[src/hw/uart_rx_pkg.sv]
// shared widths, bit positions, thresholds and types of the uart byte analyser
// referenced by scoped names from the rtl and the testbench
package uart_rx_pkg;

    // --------------------------------------------------------------------------
    // character layout, start bit first on the wire
    // --------------------------------------------------------------------------
    localparam int CHAR_W = 12;
    localparam int DATA_W = 8;
    // first received data bit sits just below the start bit
    localparam int CHAR_START_BIT  = CHAR_W - 1;
    localparam int CHAR_DATA_HI    = CHAR_START_BIT - 1;
    localparam int CHAR_DATA_LO    = CHAR_DATA_HI - DATA_W + 1;
    localparam int CHAR_PARITY_BIT = CHAR_DATA_LO - 1;
    localparam int CHAR_STOP_BIT   = CHAR_PARITY_BIT - 1;

    // --------------------------------------------------------------------------
    // frame recognition
    // --------------------------------------------------------------------------
    // baud ticks in one character incl. start, parity and stop
    localparam int CHAR_TICKS      = 11;
    // idle gap that closes a frame
    localparam int FRAME_GAP_TICKS = CHAR_TICKS + 17;
    localparam int GAP_CNT_W       = 8;

    // frame queue and error counter
    localparam int FRAME_LEN_W   = 8;
    localparam int FRAME_Q_DEPTH = 4;
    localparam int FRAME_Q_CNT_W = 3;
    localparam int ERR_CNT_W     = 8;

    // --------------------------------------------------------------------------
    // types
    // --------------------------------------------------------------------------
    // captured character, data kept in wire order
    typedef struct packed {
        logic                                 start;
        logic [CHAR_DATA_HI-CHAR_DATA_LO:0]   data;
        logic                                 parity;
        logic                                 stop;
        logic [CHAR_STOP_BIT-1:0]             spare;
    } char_t;

    typedef struct packed {
        logic parity_en;
        logic msb_first;
    } rx_cfg_t;

    // one strobe per analyse stage
    typedef struct packed {
        logic buff;
        logic order;
        logic check;
        logic commit;
    } stage_t;

    // one-hot analyse states
    typedef enum logic [4:0] {
        IDLE = 5'b00001,
        BUFF = 5'b00010,
        PARR = 5'b00100,
        CHCK = 5'b01000,
        FIFO = 5'b10000
    } ana_state_e;

endpackage

[src/hw/rx_byte_analyse.sv]
// top of the uart byte analyser
// takes captured characters from the rx shift register, writes good bytes
// to the receive FIFO and keeps per-frame byte counts in a small queue
module rx_byte_analyse (
    input  logic                                    clk,
    input  logic                                    rst,
    // shift register side
    input  logic                                    byte_sync_i,
    input  uart_rx_pkg::char_t                      char_i,
    input  logic                                    baud_tick_i,
    input  uart_rx_pkg::rx_cfg_t                    cfg_i,
    // frame queue read
    input  logic                                    rd_frame_i,
    // receive FIFO write
    output logic [uart_rx_pkg::DATA_W-1:0]          data_o,
    output logic                                    byte_valid_o,
    // status
    output logic                                    parity_err_o,
    output logic                                    frame_err_o,
    output logic [uart_rx_pkg::ERR_CNT_W-1:0]       parity_err_cnt_o,
    output logic [uart_rx_pkg::FRAME_LEN_W-1:0]     frame_info_o,
    output logic [uart_rx_pkg::FRAME_Q_CNT_W-1:0]   frame_cnt_o
);

    uart_rx_pkg::stage_t                  stage;
    logic                                 push;
    logic [uart_rx_pkg::FRAME_LEN_W-1:0]  push_len;

    // --------------------------------------------------------------------------
    // character path
    // --------------------------------------------------------------------------
    rx_byte_ctrl u_ctrl (
        .clk         (clk),
        .rst         (rst),
        .byte_sync_i (byte_sync_i),
        .stage_o     (stage)
    );

    rx_byte_check u_check (
        .clk              (clk),
        .rst              (rst),
        .byte_sync_i      (byte_sync_i),
        .char_i           (char_i),
        .cfg_i            (cfg_i),
        .stage_i          (stage),
        .data_o           (data_o),
        .byte_valid_o     (byte_valid_o),
        .parity_err_o     (parity_err_o),
        .frame_err_o      (frame_err_o),
        .parity_err_cnt_o (parity_err_cnt_o)
    );

    // --------------------------------------------------------------------------
    // frame path
    // --------------------------------------------------------------------------
    // accepted bytes counted from the FIFO write strobe
    rx_frame_tracker u_tracker (
        .clk          (clk),
        .rst          (rst),
        .byte_sync_i  (byte_sync_i),
        .baud_tick_i  (baud_tick_i),
        .byte_valid_i (byte_valid_o),
        .push_o       (push),
        .push_len_o   (push_len)
    );

    rx_frame_queue u_queue (
        .clk          (clk),
        .rst          (rst),
        .push_i       (push),
        .push_len_i   (push_len),
        .rd_i         (rd_frame_i),
        .frame_info_o (frame_info_o),
        .frame_cnt_o  (frame_cnt_o)
    );

endmodule

[src/hw/rx_byte_check.sv]
// byte datapath of the uart byte analyser
// buffers the character, restores bit order, checks even parity and stop bit,
// strobes good bytes into the receive FIFO and counts parity errors
module rx_byte_check (
    input  logic                                 clk,
    input  logic                                 rst,
    input  logic                                 byte_sync_i,
    input  uart_rx_pkg::char_t                   char_i,
    input  uart_rx_pkg::rx_cfg_t                 cfg_i,
    input  uart_rx_pkg::stage_t                  stage_i,
    output logic [uart_rx_pkg::DATA_W-1:0]       data_o,
    output logic                                 byte_valid_o,
    output logic                                 parity_err_o,
    output logic                                 frame_err_o,
    output logic [uart_rx_pkg::ERR_CNT_W-1:0]    parity_err_cnt_o
);

    uart_rx_pkg::char_t                    char_q;
    uart_rx_pkg::rx_cfg_t                  cfg_q;
    logic [uart_rx_pkg::DATA_W-1:0]        data_rev;
    logic [uart_rx_pkg::DATA_W-1:0]        data_q;
    logic                                  busy;
    logic                                  parity_bad;
    logic                                  parity_err_q;
    logic                                  frame_err_q;
    logic                                  byte_valid_q;
    logic [uart_rx_pkg::ERR_CNT_W-1:0]     err_cnt_q;

    // no stage strobe means the FSM sits in idle
    assign busy = |stage_i;

    // --------------------------------------------------------------------------
    // character and config capture
    // --------------------------------------------------------------------------
    // sync while busy is dropped, the FSM ignores it too
    always_ff @(posedge clk) begin
        if (byte_sync_i && !busy) begin
            char_q <= char_i;
        end
        // config snapshot for this character
        if (stage_i.buff) begin
            cfg_q <= cfg_i;
        end
    end

    // --------------------------------------------------------------------------
    // bit order restore
    // --------------------------------------------------------------------------
    // lsb first: first wire bit becomes bit 0
    always_comb begin
        for (int i = 0; i < uart_rx_pkg::DATA_W; i++) begin
            data_rev[i] = char_q.data[uart_rx_pkg::DATA_W-1-i];
        end
    end

    always_ff @(posedge clk or negedge rst) begin
        if (!rst) begin
            data_q <= '0;
        end else if (stage_i.order) begin
            // msb first already matches wire order
            data_q <= cfg_q.msb_first ? char_q.data : data_rev;
        end
    end

    // --------------------------------------------------------------------------
    // parity and stop check
    // --------------------------------------------------------------------------
    // even parity, data plus parity bit xor to 0
    assign parity_bad = ^{char_q.data, char_q.parity};

    // flags hold until the next character's check stage
    always_ff @(posedge clk or negedge rst) begin
        if (!rst) begin
            parity_err_q <= 1'b0;
            frame_err_q  <= 1'b0;
        end else if (stage_i.check) begin
            parity_err_q <= cfg_q.parity_en & parity_bad;
            frame_err_q  <= ~char_q.stop;
        end
    end

    // --------------------------------------------------------------------------
    // FIFO write and error count
    // --------------------------------------------------------------------------
    always_ff @(posedge clk or negedge rst) begin
        if (!rst) begin
            byte_valid_q <= 1'b0;
            err_cnt_q    <= '0;
        end else begin
            byte_valid_q <= stage_i.commit & ~parity_err_q & ~frame_err_q;
            // counter wraps
            if (stage_i.commit && parity_err_q) begin
                err_cnt_q <= err_cnt_q + 1'b1;
            end
        end
    end

    assign data_o           = data_q;
    assign byte_valid_o     = byte_valid_q;
    assign parity_err_o     = parity_err_q;
    assign frame_err_o      = frame_err_q;
    assign parity_err_cnt_o = err_cnt_q;

    // flags must stay stable across the commit cycle
    a_no_bad_write: assert property (
        @(posedge clk) disable iff (!rst)
        byte_valid_o |-> !(parity_err_o || frame_err_o)
    );

endmodule

[src/hw/rx_byte_ctrl.sv]
// analyse control FSM of the uart byte analyser
// walks BUFF, PARR, CHCK and FIFO once per byte_sync_i and
// raises one stage strobe per state for the datapath
module rx_byte_ctrl (
    input  logic                clk,
    input  logic                rst,
    input  logic                byte_sync_i,
    output uart_rx_pkg::stage_t stage_o
);

    uart_rx_pkg::ana_state_e state_q;
    uart_rx_pkg::ana_state_e state_n;

    // --------------------------------------------------------------------------
    // state sequence
    // --------------------------------------------------------------------------
    // fixed four cycle walk, sync only accepted in idle
    always_comb begin
        case (state_q)
            uart_rx_pkg::IDLE: begin
                if (byte_sync_i) begin
                    state_n = uart_rx_pkg::BUFF;
                end else begin
                    state_n = uart_rx_pkg::IDLE;
                end
            end
            uart_rx_pkg::BUFF: state_n = uart_rx_pkg::PARR;
            uart_rx_pkg::PARR: state_n = uart_rx_pkg::CHCK;
            uart_rx_pkg::CHCK: state_n = uart_rx_pkg::FIFO;
            uart_rx_pkg::FIFO: state_n = uart_rx_pkg::IDLE;
            // illegal code, back to idle
            default:           state_n = uart_rx_pkg::IDLE;
        endcase
    end

    always_ff @(posedge clk or negedge rst) begin
        if (!rst) begin
            state_q <= uart_rx_pkg::IDLE;
        end else begin
            state_q <= state_n;
        end
    end

    // --------------------------------------------------------------------------
    // stage strobes
    // --------------------------------------------------------------------------
    // each strobe marks the cycle that ends with the state's exit
    assign stage_o.buff   = (state_q == uart_rx_pkg::BUFF);
    assign stage_o.order  = (state_q == uart_rx_pkg::PARR);
    assign stage_o.check  = (state_q == uart_rx_pkg::CHCK);
    assign stage_o.commit = (state_q == uart_rx_pkg::FIFO);

    // state register stays one-hot
    a_state_onehot: assert property (
        @(posedge clk) disable iff (!rst) $onehot(state_q)
    );

    // shift register must hold the next character until the FSM is back in idle
    a_sync_in_idle: assert property (
        @(posedge clk) disable iff (!rst) byte_sync_i |-> (state_q == uart_rx_pkg::IDLE)
    );

endmodule

[src/hw/rx_frame_queue.sv]
// frame record queue of the uart byte analyser
// four entry shift queue, oldest at entry 0, overwrite-oldest when full;
// a read strobe moves the oldest record to frame_info_o
module rx_frame_queue (
    input  logic                                    clk,
    input  logic                                    rst,
    input  logic                                    push_i,
    input  logic [uart_rx_pkg::FRAME_LEN_W-1:0]     push_len_i,
    input  logic                                    rd_i,
    output logic [uart_rx_pkg::FRAME_LEN_W-1:0]     frame_info_o,
    output logic [uart_rx_pkg::FRAME_Q_CNT_W-1:0]   frame_cnt_o
);

    logic [uart_rx_pkg::FRAME_LEN_W-1:0]    mem_q [uart_rx_pkg::FRAME_Q_DEPTH];
    logic [uart_rx_pkg::FRAME_LEN_W-1:0]    mem_n [uart_rx_pkg::FRAME_Q_DEPTH];
    logic [uart_rx_pkg::FRAME_Q_CNT_W-1:0]  cnt_q;
    logic [uart_rx_pkg::FRAME_Q_CNT_W-1:0]  cnt_n;
    logic [uart_rx_pkg::FRAME_LEN_W-1:0]    info_q;
    logic                                   rd_ok;
    logic                                   full;
    logic                                   shift;

    assign full  = (cnt_q == uart_rx_pkg::FRAME_Q_CNT_W'(uart_rx_pkg::FRAME_Q_DEPTH));
    // empty read is a no-op
    assign rd_ok = rd_i && (cnt_q != '0);
    // read or overflow both drop entry 0
    assign shift = rd_ok || (push_i && full);

    // --------------------------------------------------------------------------
    // next queue contents
    // --------------------------------------------------------------------------
    // read served first, push appends behind the remaining entries
    always_comb begin
        mem_n = mem_q;
        cnt_n = cnt_q;
        if (shift) begin
            for (int i = 0; i < uart_rx_pkg::FRAME_Q_DEPTH - 1; i++) begin
                mem_n[i] = mem_q[i+1];
            end
            cnt_n = cnt_q - 1'b1;
        end
        if (push_i) begin
            for (int i = 0; i < uart_rx_pkg::FRAME_Q_DEPTH; i++) begin
                if (cnt_n == uart_rx_pkg::FRAME_Q_CNT_W'(i)) begin
                    mem_n[i] = push_len_i;
                end
            end
            cnt_n = cnt_n + 1'b1;
        end
    end

    // storage
    always_ff @(posedge clk) begin
        mem_q <= mem_n;
    end

    // occupancy and registered read port
    always_ff @(posedge clk or negedge rst) begin
        if (!rst) begin
            cnt_q  <= '0;
            info_q <= '0;
        end else begin
            cnt_q <= cnt_n;
            if (rd_ok) begin
                info_q <= mem_q[0];
            end
        end
    end

    assign frame_info_o = info_q;
    assign frame_cnt_o  = cnt_q;

    // overwrite-oldest keeps occupancy bounded
    a_cnt_bound: assert property (
        @(posedge clk) disable iff (!rst)
        cnt_q <= uart_rx_pkg::FRAME_Q_CNT_W'(uart_rx_pkg::FRAME_Q_DEPTH)
    );

endmodule

[src/hw/rx_frame_tracker.sv]
// frame recognition of the uart byte analyser
// counts baud ticks since the last character and accepted bytes per frame,
// pushes the byte count once the idle gap reaches FRAME_GAP_TICKS
module rx_frame_tracker (
    input  logic                                  clk,
    input  logic                                  rst,
    input  logic                                  byte_sync_i,
    input  logic                                  baud_tick_i,
    input  logic                                  byte_valid_i,
    output logic                                  push_o,
    output logic [uart_rx_pkg::FRAME_LEN_W-1:0]   push_len_o
);

    logic [uart_rx_pkg::GAP_CNT_W-1:0]    gap_q;
    logic [uart_rx_pkg::FRAME_LEN_W-1:0]  len_q;
    logic [uart_rx_pkg::FRAME_LEN_W-1:0]  len_n;
    logic                                 gap_hit;
    logic                                 close;
    logic                                 push_q;
    logic [uart_rx_pkg::FRAME_LEN_W-1:0]  push_len_q;

    // --------------------------------------------------------------------------
    // gap counter
    // --------------------------------------------------------------------------
    // starts saturated so nothing closes before the first character
    always_ff @(posedge clk or negedge rst) begin
        if (!rst) begin
            gap_q <= '1;
        end else if (byte_sync_i) begin
            gap_q <= '0;
        end else if (baud_tick_i && (gap_q != '1)) begin
            gap_q <= gap_q + 1'b1;
        end
    end

    // this tick brings the gap to exactly the threshold
    assign gap_hit = baud_tick_i && !byte_sync_i &&
        (gap_q == uart_rx_pkg::GAP_CNT_W'(uart_rx_pkg::FRAME_GAP_TICKS - 1));

    // --------------------------------------------------------------------------
    // byte counter and frame close
    // --------------------------------------------------------------------------
    // count includes a byte accepted in the closing cycle
    assign len_n = len_q + uart_rx_pkg::FRAME_LEN_W'(byte_valid_i);
    // empty frames push nothing
    assign close = gap_hit && (len_n != '0);

    always_ff @(posedge clk or negedge rst) begin
        if (!rst) begin
            len_q  <= '0;
            push_q <= 1'b0;
        end else begin
            push_q <= close;
            len_q  <= close ? '0 : len_n;
        end
    end

    always_ff @(posedge clk) begin
        if (close) begin
            push_len_q <= len_n;
        end
    end

    assign push_o     = push_q;
    assign push_len_o = push_len_q;

endmodule

[config.mk]
export PLATFORM = sky130hd
export DESIGN_NAME = rx_byte_analyse
export DESIGN_NICKNAME = d
export VERILOG_FILES = /design/src/hw/uart_rx_pkg.sv /design/src/hw/rx_byte_analyse.sv /design/src/hw/rx_byte_check.sv /design/src/hw/rx_byte_ctrl.sv /design/src/hw/rx_frame_queue.sv /design/src/hw/rx_frame_tracker.sv
export SDC_FILE = /design/constraint.sdc
export NUM_CORES = 1
export LEC_CHECK = 0
export ABC_CLOCK_PERIOD_IN_PS = 3750
export BUFFER_PORTS_ARGS = -buffer_cell sky130_fd_sc_hd__buf_2
export CAP_MARGIN = 15
export CORE_ASPECT_RATIO = 1.75
export CORE_MARGIN = 2
export CORE_UTILIZATION = 61
export CTS_BUF_LIST = sky130_fd_sc_hd__clkbuf_2 sky130_fd_sc_hd__clkbuf_4 sky130_fd_sc_hd__clkbuf_8
export DETAILED_ROUTE_END_ITERATION = 10
export PLACE_DENSITY = 0.82
export SETUP_SLACK_MARGIN = 0.15
export SLEW_MARGIN = 20
export SYNTH_ARGS = -nofsm -noshare
export SYNTH_HDL_FRONTEND = slang
export SYNTH_SLANG_ARGS = --single-unit
export TNS_END_PERCENT = 50
[constraint.sdc]
create_clock -name clk -period 3.75 [get_ports clk]
set_input_delay 0.5625 -clock clk [delete_from_list [all_inputs] [get_ports clk]]
set_output_delay 0.5625 -clock clk [all_outputs]
set_load 0.02 [all_outputs]
==> results_dict.tcl, run 1 <==
set metrics [dict create \
    wl_met2_mm 4.581 \
    ir_worst_vdd_uv 394.1 \
    syn_to_final_growth_pct 11.59 \
    post_drt_via_cell_ratio 5.770 \
    slew_viol_final 0 \
    core_area_sq_mm 0.007462 \
    final_hold_viol_count 0 \
    tightestPinTransition_ns 0.8883 \
    p_leak_nw 2.098 \
    netlist.area_leader.share_pct 23.29 \
    clkSinkCount 104 \
    worstPathCellList "inv_1, ha_1, nor2b_1, nor3_1, o311ai_4, mux2_2" \
    cts-buffers-inserted 9 \
    start_util_pct 61.90 \
    antenna_cells 0 \
    port_buffers 46 \
    ys.flop_type "dfrtp_1" \
    wirelength_mm 7.745 \
    layout.cells.non_filler 499 \
    synth.avg_cell_area_sq_um 12.98 \
    row_count 42 \
    critPathTopFamily "compound AO/OA/AOI/OAI gates" \
    wire_per_inst_um 15.52 \
    clockBufferDepth 2 \
    fin_crit_sh_pct 71.22 \
    first_global_vias 2949 \
    power_density_mw_per_mm2 600.0 \
    fin_skew_ns 0.008288 \
    tns_ns 0 \
    post_cts_resized 0 \
    routabilityCongestion 0.8992 \
    reg2reg_depth 6 \
    crit_buf_inv 1 \
    rsz0062_at_grt "no" \
    fin_nets 432 \
    path_depth 6 \
    critical_path_required_ns 4.01 \
    cpPeakStageDelay_ns 0.57 \
    crit_arrival_ns 2.93 \
    drt_first_pass_iters 4 \
    clkTransAtPathRegs_ns 0.09 \
    endpoint_kind "register" \
    power.total_w 0.003093 \
    crit_type "register to register" \
    r2r_end "u_queue.mem_q[22]" \
    multi_input_area_sq_mm 0.001901 \
    r2r_setup_slack_ns 1.08 \
    ant_nets 0 \
    crit_fanout 8 \
    grt_overflow_total 0 \
    yosysSeqAreaShare_pct 57.02 \
    synth_cell_types 47 \
    cpMaxStageDelayCell "o311ai_4" \
    dr_wl_met3_um 194 \
    netlist_area_sq_mm 0.004619 \
    die_h_um 119.1 \
    synth-seq-cells 104 \
    ctsHoldBuffers 0 \
    synth_cells 356 \
    clock_latency_ns 0.36 \
    fill_cells 555 \
    hold_path.class "input port to async pin" \
    setup_viol 0 \
    drc 0 \
    synth_edf_count 28 \
    dpl_cell_area_sq_mm 0.004942 \
    final_core_util_pct 69.08 \
    hpwl_mm 5.675 \
    die_width_um 69.78 \
    layout_common_cells "58 x mux2_2, 45 x buf_2, 43 x dfrtp_1" \
    startpoint "u_queue.frame_cnt_o[0]" \
    drive_above_1_share_pct 35.04 \
    rr_startpoint "u_queue.frame_cnt_o[0]" \
    yosysTopAreaCell "dfrtp_1" \
    relSlewSlack_pct 40.27 \
    syn_nets 382 \
    yosysWarningCount 0 \
    max_freq_mhz 374.4 \
    highest_layer "met4" \
    cts_tree "yes" \
    cts_setup_buffers 0 \
    worstSetupStartpointType "register" \
    ctsHtreeMaxLevel 3 \
    cts-root-buf "clkbuf_8" \
    grt_max_degree 48 \
    grt.total_usage_pct 20.28 \
    drv_cap 0 \
    grt_pass1_wl_mm 13.23 \
    min_period_ns 2.671 \
    dp.cells 483 \
    drt_iter0_drc 123 \
    cp-endpoint "u_queue.mem_q[22]" \
    dieArea_sq_mm 0.008312 \
    async_reset_ff_share_pct 50.00 \
    status "finished clean" \
    antenna_found_initial 0 \
    ys_top_cells_by_area "dfrtp_1 23%, edfxtp_1 18%, mux2_2 14%" \
    ios 49 \
    met1_length_mm 2.829 \
    final_common_cell "mux2_2" \
    final_area_sq_mm 0.005155 \
    num_vias 2879 \
    seq_area_sq_mm 0.002634 \
]
## synthesized netlist by cell type, types with 2 or more instances
master,count
a21oi_1,8
a311oi_1,2
and2_1,7
and3_1,5
and4_1,2
buf_2,3
clkbuf_1,6
dfrtp_1,43
dfstp_2,9
dfxtp_1,24
edfxtp_1,28
ha_1,7
inv_1,10
mux2_2,58
mux2i_1,12
nand2_1,16
nand3_1,10
nand4_1,7
nor2_1,14
nor2b_1,2
nor3_1,8
nor4_1,4
o21ai_0,15
o31ai_1,4
or2_2,2
or3_1,6
or4_1,2
xnor2_1,14
xor2_1,10
## cell type report
class	count	share of cell area, %
clock buffers	12	3.083
clock inverters	4	0.9951
inverters	10	0.7282
multi-input cells	231	36.87
flip-flops and latches	104	51.09
well taps	88	2.136
repair buffers	50	5.097
## worst min path at each step
stage,slack (ns),start,to
2_1_floorplan,0.27,rst,u_check.byte_valid_o
3_3_place_gp,0.43,u_check.char_q[1],u_check.frame_err_o
3_5_place_dp,0.44,u_check.char_q[1],u_check.frame_err_o
4_1_cts,0.35,cfg_i[0],u_check.cfg_q[0]
5_1_grt,0.24,rst,u_queue.frame_info_o[0]
6_report,0.20,rst,u_queue.frame_info_o[7]
## through the flow
| stage | hold WS, ns | setup WS, ns |
|---|---|---|
| detailed placement | 0.4407 | 1.117 |
| global route | 0.2394 | 0.9020 |
| finish | 0.1994 | 1.079 |
| CTS | 0.3456 | 1.087 |
| floorplan | 0.2669 | 0.8284 |
| global placement | 0.4292 | 1.162 |
## metal layers
layer | vias to the layer above | global-route usage [%]
met3 | 10 | 4.061
met2 | 46 | 38.63
met1 | 1420 | 20.12
li1 | 1403 | -
met4 | 0 | 10.34
met5 | - | 0
## power breakdown
part	switching, W	internal [W]	leakage [nW]
Combinational	0.000478	0.000406	0.892
Clock	0.000359	0.000354	0.106
Sequential	0.000135	0.00136	1.10
Total	0.000972	0.00212	2.10
## flip-flops by register name (all words and copies together), names as in the netlist, 2 cells and up
name,flops
u_ctrl.state_q,5
u_queue.mem_q,32
u_check.char_q,10
u_tracker.gap_q,8
u_queue.frame_cnt_o,3
u_tracker.len_q,8
u_check.cfg_q,2
u_tracker.push_len_o,8
u_queue.frame_info_o,8
u_check.parity_err_cnt_o,8
u_check.data_o,8
## cell families after synthesis
kind of cell             Yosys count  share of synthesized area [%]
AO/OA/AOI/OAI                     39                          6.393
XOR/XNOR                          25                          5.038
adder cells (fa/ha/maj)            7                          1.896
buffers and inverters             21                          2.031
flip-flops                       104                          57.02
multiplexers                      71                          17.23
AND/OR/NAND/NOR                   89                          10.40
(Power assumes the default switching activity.)
==> run 2, diff against run 1 <==
- ABC_CLOCK_PERIOD_IN_PS: 3750 -> 2600
- clock period: 3.75 -> 2.6 ns (I/O delays scaled with it)
==> run 2 against run 1 <==
- core utilization rose by 0.99 points
- count of clock-buffer cells in the layout fell by 2
- register-to-register slack got worse by 0.82 ns
- critical path type unchanged
- via count rose by 1.2%
- cell count rose by 1.4%
- combinational power rose by 56%
==> results_dict.tcl, run 2 (same netlist as run 1, synthesis figures left out) <==
set metrics [dict create \
    hpwl_mm 6.028 \
    antenna_found_initial 0 \
    top_register "u_queue.mem_q" \
    start_util_pct 61.90 \
    cts_tree "yes" \
    grt_pass1_wl_mm 13.92 \
    wirelength_mm 8.112 \
    power_density_mw_per_mm2 860.0 \
    cts-root-buf "clkbuf_8" \
    status "finished clean" \
    dieArea_sq_mm 0.008312 \
    final_hold_viol_count 0 \
    dp.cells 490 \
    port_buffers 46 \
    hold_path.class "input port to async pin" \
    slew_viol_final 0 \
    die_width_um 69.78 \
    row_count 42 \
    ios 49 \
    ant_nets 0 \
    clock_latency_ns 0.35 \
    die_h_um 119.1 \
    wire_per_inst_um 16.03 \
    dpl_cell_area_sq_mm 0.005040 \
    largest_reg_flops 32 \
    reg.largest.list "u_queue.mem_q x32, u_check.char_q x10" \
    relSlewSlack_pct 59.61 \
    cts-buffers-inserted 9 \
    ctsHtreeMaxLevel 3 \
    p_leak_nw 2.125 \
    layout_common_cells "57 x mux2_2, 46 x buf_2, 42 x dfrtp_1" \
    rsz0062_at_grt "no" \
    final_common_cell "mux2_2" \
    cpPeakStageDelay_ns 0.54 \
    final_area_sq_mm 0.005229 \
    drv_cap 0 \
    post_cts_resized 0 \
    post_drt_via_cell_ratio 5.757 \
    first_global_vias 3040 \
    min_period_ns 2.341 \
    clockBufferDepth 2 \
    syn_to_final_growth_pct 13.19 \
    clkSinkCount 104 \
    worstPathCellList "inv_1, ha_1, or4b_4, a21oi_4, o221ai_2, mux2_2" \
    reg2reg_depth 6 \
    setup_viol 0 \
    grt.total_usage_pct 21.18 \
    tns_ns 0 \
    crit_arrival_ns 2.58 \
    path_depth 6 \
    fin_nets 439 \
    cts_setup_buffers 0 \
    core_area_sq_mm 0.007462 \
    critical_path_required_ns 2.84 \
    clkTransAtPathRegs_ns 0.09 \
    drt_iter0_drc 146 \
    fin_crit_sh_pct 90.03 \
    num_vias 2913 \
    worstSetupStartpointType "register" \
    grt_max_degree 29 \
    ir_worst_vdd_uv 654.7 \
    hold-worst-slack_ns 0.04220 \
    routabilityCongestion 0.9235 \
    endpoint_kind "register" \
    drive_above_1_share_pct 37.80 \
    antenna_cells 0 \
    crit_buf_inv 1 \
    crit_fanout 8 \
    critPathTopFamily "simple AND/OR/NAND/NOR gates" \
    drc 0 \
    grt_overflow_total 0 \
    fin_skew_ns 0.01148 \
    max_freq_mhz 427.2 \
    crit_type "register to register" \
    cpMaxStageDelayCell "or4b_4" \
    drt_first_pass_iters 4 \
    ctsHoldBuffers 0 \
    tightestPinTransition_ns 0.6059 \
    layout.cells.non_filler 506 \
]
## run 2: cell count changes in the layout (fill, tap and decap cells not counted), moves of 2 or more
cell	change
ha_1	-2
clkbuf_8	-2
clkinv_2	+2
buf_4	+6
## run 2: cell type report
type | instances | area (sq um)
Tap cell | 88 | 110.1
Inverter | 10 | 41.29
Clock inverter | 6 | 57.56
Timing Repair Buffer | 57 | 312.8
Fill cell | 540 | 2233
Clock buffer | 10 | 131.4
Multi-Input combinational cell | 231 | 1941
Sequential cell | 104 | 2635
## run 2: metal layers
layer / GRT usage (%) / part of all wire, % / vias up
met5: 0 / 0 / -
met4: 9.615 / 2.7 / 0
met3: 4.399 / 2.6 / 17
met2: 40.24 / 58 / 54
met1: 21.57 / 36 / 1426
li1: - / - / 1416
## run 2: final timing paths
| check | to | startpoint | slack [ns] |
|---|---|---|---|
| max reg2reg | u_queue.mem_q[10] | u_queue.frame_cnt_o[1] | 0.26 |
| min in group clk | u_check.char_q[5] | char_i[5] | 0.21 |
| max in group asynchronous | u_tracker.gap_q[6] | rst | 1.88 |
| min reg2reg | u_check.frame_err_o | u_check.char_q[1] | 0.45 |
| min | u_tracker.len_q[7] | rst | 0.04 |
| max | u_queue.mem_q[10] | u_queue.frame_cnt_o[1] | 0.26 |
## run 2: metrics by stage
step	setup WS [ns]	util (%)	total power, W
floorplan	0.1455	-	0.003235
global placement	0.3064	67.54	0.003504
detailed placement	0.2638	67.54	0.003582
CTS	0.2436	70.07	0.004546
global route	0.1641	70.07	0.004757
finish	0.2592	70.07	0.004497
## run 2: power by group
part           total [W]  internal, W  switching [W]
clock network   0.000958     0.000452       0.000507
registers        0.00216      0.00196       0.000198
logic            0.00138     0.000648       0.000728
==> run 3, diff against run 2 <==
- GPL_TIMING_DRIVEN: unset -> 0
==> run 3 against run 2 <==
- sequential share of layout area fell by 1.2 points
- count of clock-buffer cells in the layout did not move
- non-clock buffer count up 5
- highest routed layer unchanged
==> results_dict.tcl, run 3 (same netlist as run 1, synthesis figures left out) <==
set metrics [dict create \
    layout_common_cells "57 x mux2_2, 46 x buf_2, 42 x dfrtp_1" \
    tns_ns 0 \
    routabilityCongestion 0.8625 \
    met1_length_mm 3.009 \
    clkTransAtPathRegs_ns 0.09 \
    final_area_sq_mm 0.005360 \
    wire_per_inst_um 15.95 \
    slew_viol_final 0 \
    drt_first_pass_iters 4 \
    cpMaxStageDelayCell "or4b_4" \
    die_width_um 69.78 \
    fill_cells 507 \
    final_hold_viol_count 0 \
    multi_input_area_sq_mm 0.001979 \
    crit_arrival_ns 2.67 \
    highest_layer "met4" \
    wirelength_mm 8.152 \
    layout.cells.non_filler 511 \
    antenna_found_initial 0 \
    grt_overflow_total 0 \
    grt.total_usage_pct 20.90 \
    cts_tree "yes" \
    row_count 42 \
    status "finished clean" \
    tightestPinTransition_ns 0.7743 \
    ctsHoldBuffers 0 \
    p_leak_nw 2.171 \
    clockBufferDepth 2 \
    ctsHtreeMaxLevel 3 \
    worstSetupStartpointType "register" \
    ir_worst_vdd_uv 665.9 \
    die_h_um 119.1 \
    power_density_mw_per_mm2 873.2 \
    antenna_cells 0 \
    start_util_pct 61.90 \
    rsz0062_at_grt "yes" \
    num_vias 2928 \
    dp.cells 491 \
    fin_skew_ns 0.008940 \
    rr_startpoint "u_queue.frame_cnt_o[0]" \
    r2r_end "u_queue.mem_q[26]" \
    ios 49 \
    hold-worst-slack_ns 0.05586 \
    largest_reg_flops 32 \
    syn_to_final_growth_pct 16.03 \
    hold_path.class "input port to async pin" \
    cts-buffers-inserted 9 \
    cts-root-buf "clkbuf_8" \
    startpoint "u_queue.frame_cnt_o[0]" \
    clock_latency_ns 0.36 \
    fin_crit_sh_pct 92.68 \
    cp-endpoint "u_queue.mem_q[26]" \
    wl_met2_mm 4.741 \
    r2r_setup_slack_ns 0.19 \
    clkSinkCount 104 \
    setup_viol 0 \
    first_global_vias 2970 \
    max_freq_mhz 415.0 \
    dieArea_sq_mm 0.008312 \
    port_buffers 46 \
    hpwl_mm 5.931 \
    ant_nets 0 \
    drc 0 \
    core_area_sq_mm 0.007462 \
    post_drt_via_cell_ratio 5.730 \
    final_common_cell "mux2_2" \
    seq_area_sq_mm 0.002635 \
    drt_iter0_drc 108 \
    min_period_ns 2.410 \
    reg.largest.list "u_queue.mem_q x32, u_check.char_q x10" \
    dpl_cell_area_sq_mm 0.005044 \
    final_core_util_pct 71.83 \
    fin_nets 444 \
    grt_max_degree 53 \
    drive_above_1_share_pct 37.83 \
    reg2reg_depth 7 \
    worstPathCellList "clkbuf_8, clkinvlp_4, ha_1, or4b_4, a21oi_4, o2111ai_4, mux2_2" \
    endpoint_kind "register" \
    cpPeakStageDelay_ns 0.55 \
    crit_type "register to register" \
    grt_pass1_wl_mm 13.65 \
    relSlewSlack_pct 47.94 \
    dr_wl_met3_um 185 \
    top_register "u_queue.mem_q" \
    critical_path_required_ns 2.86 \
    drv_cap 0 \
    crit_fanout 8 \
]
## run 3: how the worst min path moves through the flow
stage	from	to	slack (ns)
after detailed placement	u_check.char_q[1]	u_check.frame_err_o	0.43
after floorplan	rst	u_check.byte_valid_o	0.09
after global placement	u_check.char_q[1]	u_check.frame_err_o	0.43
final	rst	u_queue.frame_info_o[5]	0.06
after CTS	rst	u_queue.frame_info_o[0]	0.07
after global routing	rst	u_queue.frame_info_o[5]	0.11
## run 3: metrics by stage
stage,power (W),setup WS [ns]
after detailed placement,0.003614,-0.01814
after global routing,0.004933,0.1169
final,0.004680,0.1902
after CTS,0.004703,0.1597
after global placement,0.003550,-0.1625
after floorplan,0.003235,0.1455
## run 3: where the power goes
part           leakage (nW)  internal (W)  switching, W
Clock                 0.105      0.000548      0.000514
Sequential             1.10       0.00196      0.000161
Combinational         0.967      0.000700      0.000793
Total                  2.17       0.00321       0.00147
## run 3: cell type report
class                   instances  area share, %
plain buffers                  11          1.611
clock buffers                  10          2.451
clock inverters                 6          1.564
inverters                      10         0.7703
multi-input cells             231          36.93
flip-flops and latches        104          49.16
well taps                      88          2.054
repair buffers                 51          5.462
## run 3: repair_timing
| item | 4_1_cts | 5_1_grt |
|---|---|---|
| endpoints found under the setup margin | 41 | 40 |
| setup buffers | 3 | 1 |
| resized for setup | 3 | 6 |
| pin swaps | 0 | 2 |
| gates cloned | 0 | 0 |
## run 3: worst max-delay path, delay by kind of cell (launching register included)
kind | cells | cell delay [ns]
compound gates | 2 | 0.49
simple gates | 1 | 0.55
flops | 1 | 0.37
fa+ha+maj | 1 | 0.27
buf+inv | 2 | 0.28
mux | 1 | 0.35
## run 3: metal layers
layer	global-route usage, %	vias to the layer above
li1	-	1422
met1	22.16	1430
met3	2.115	19
met2	39.23	57
met4	11.78	0
met5	0	-
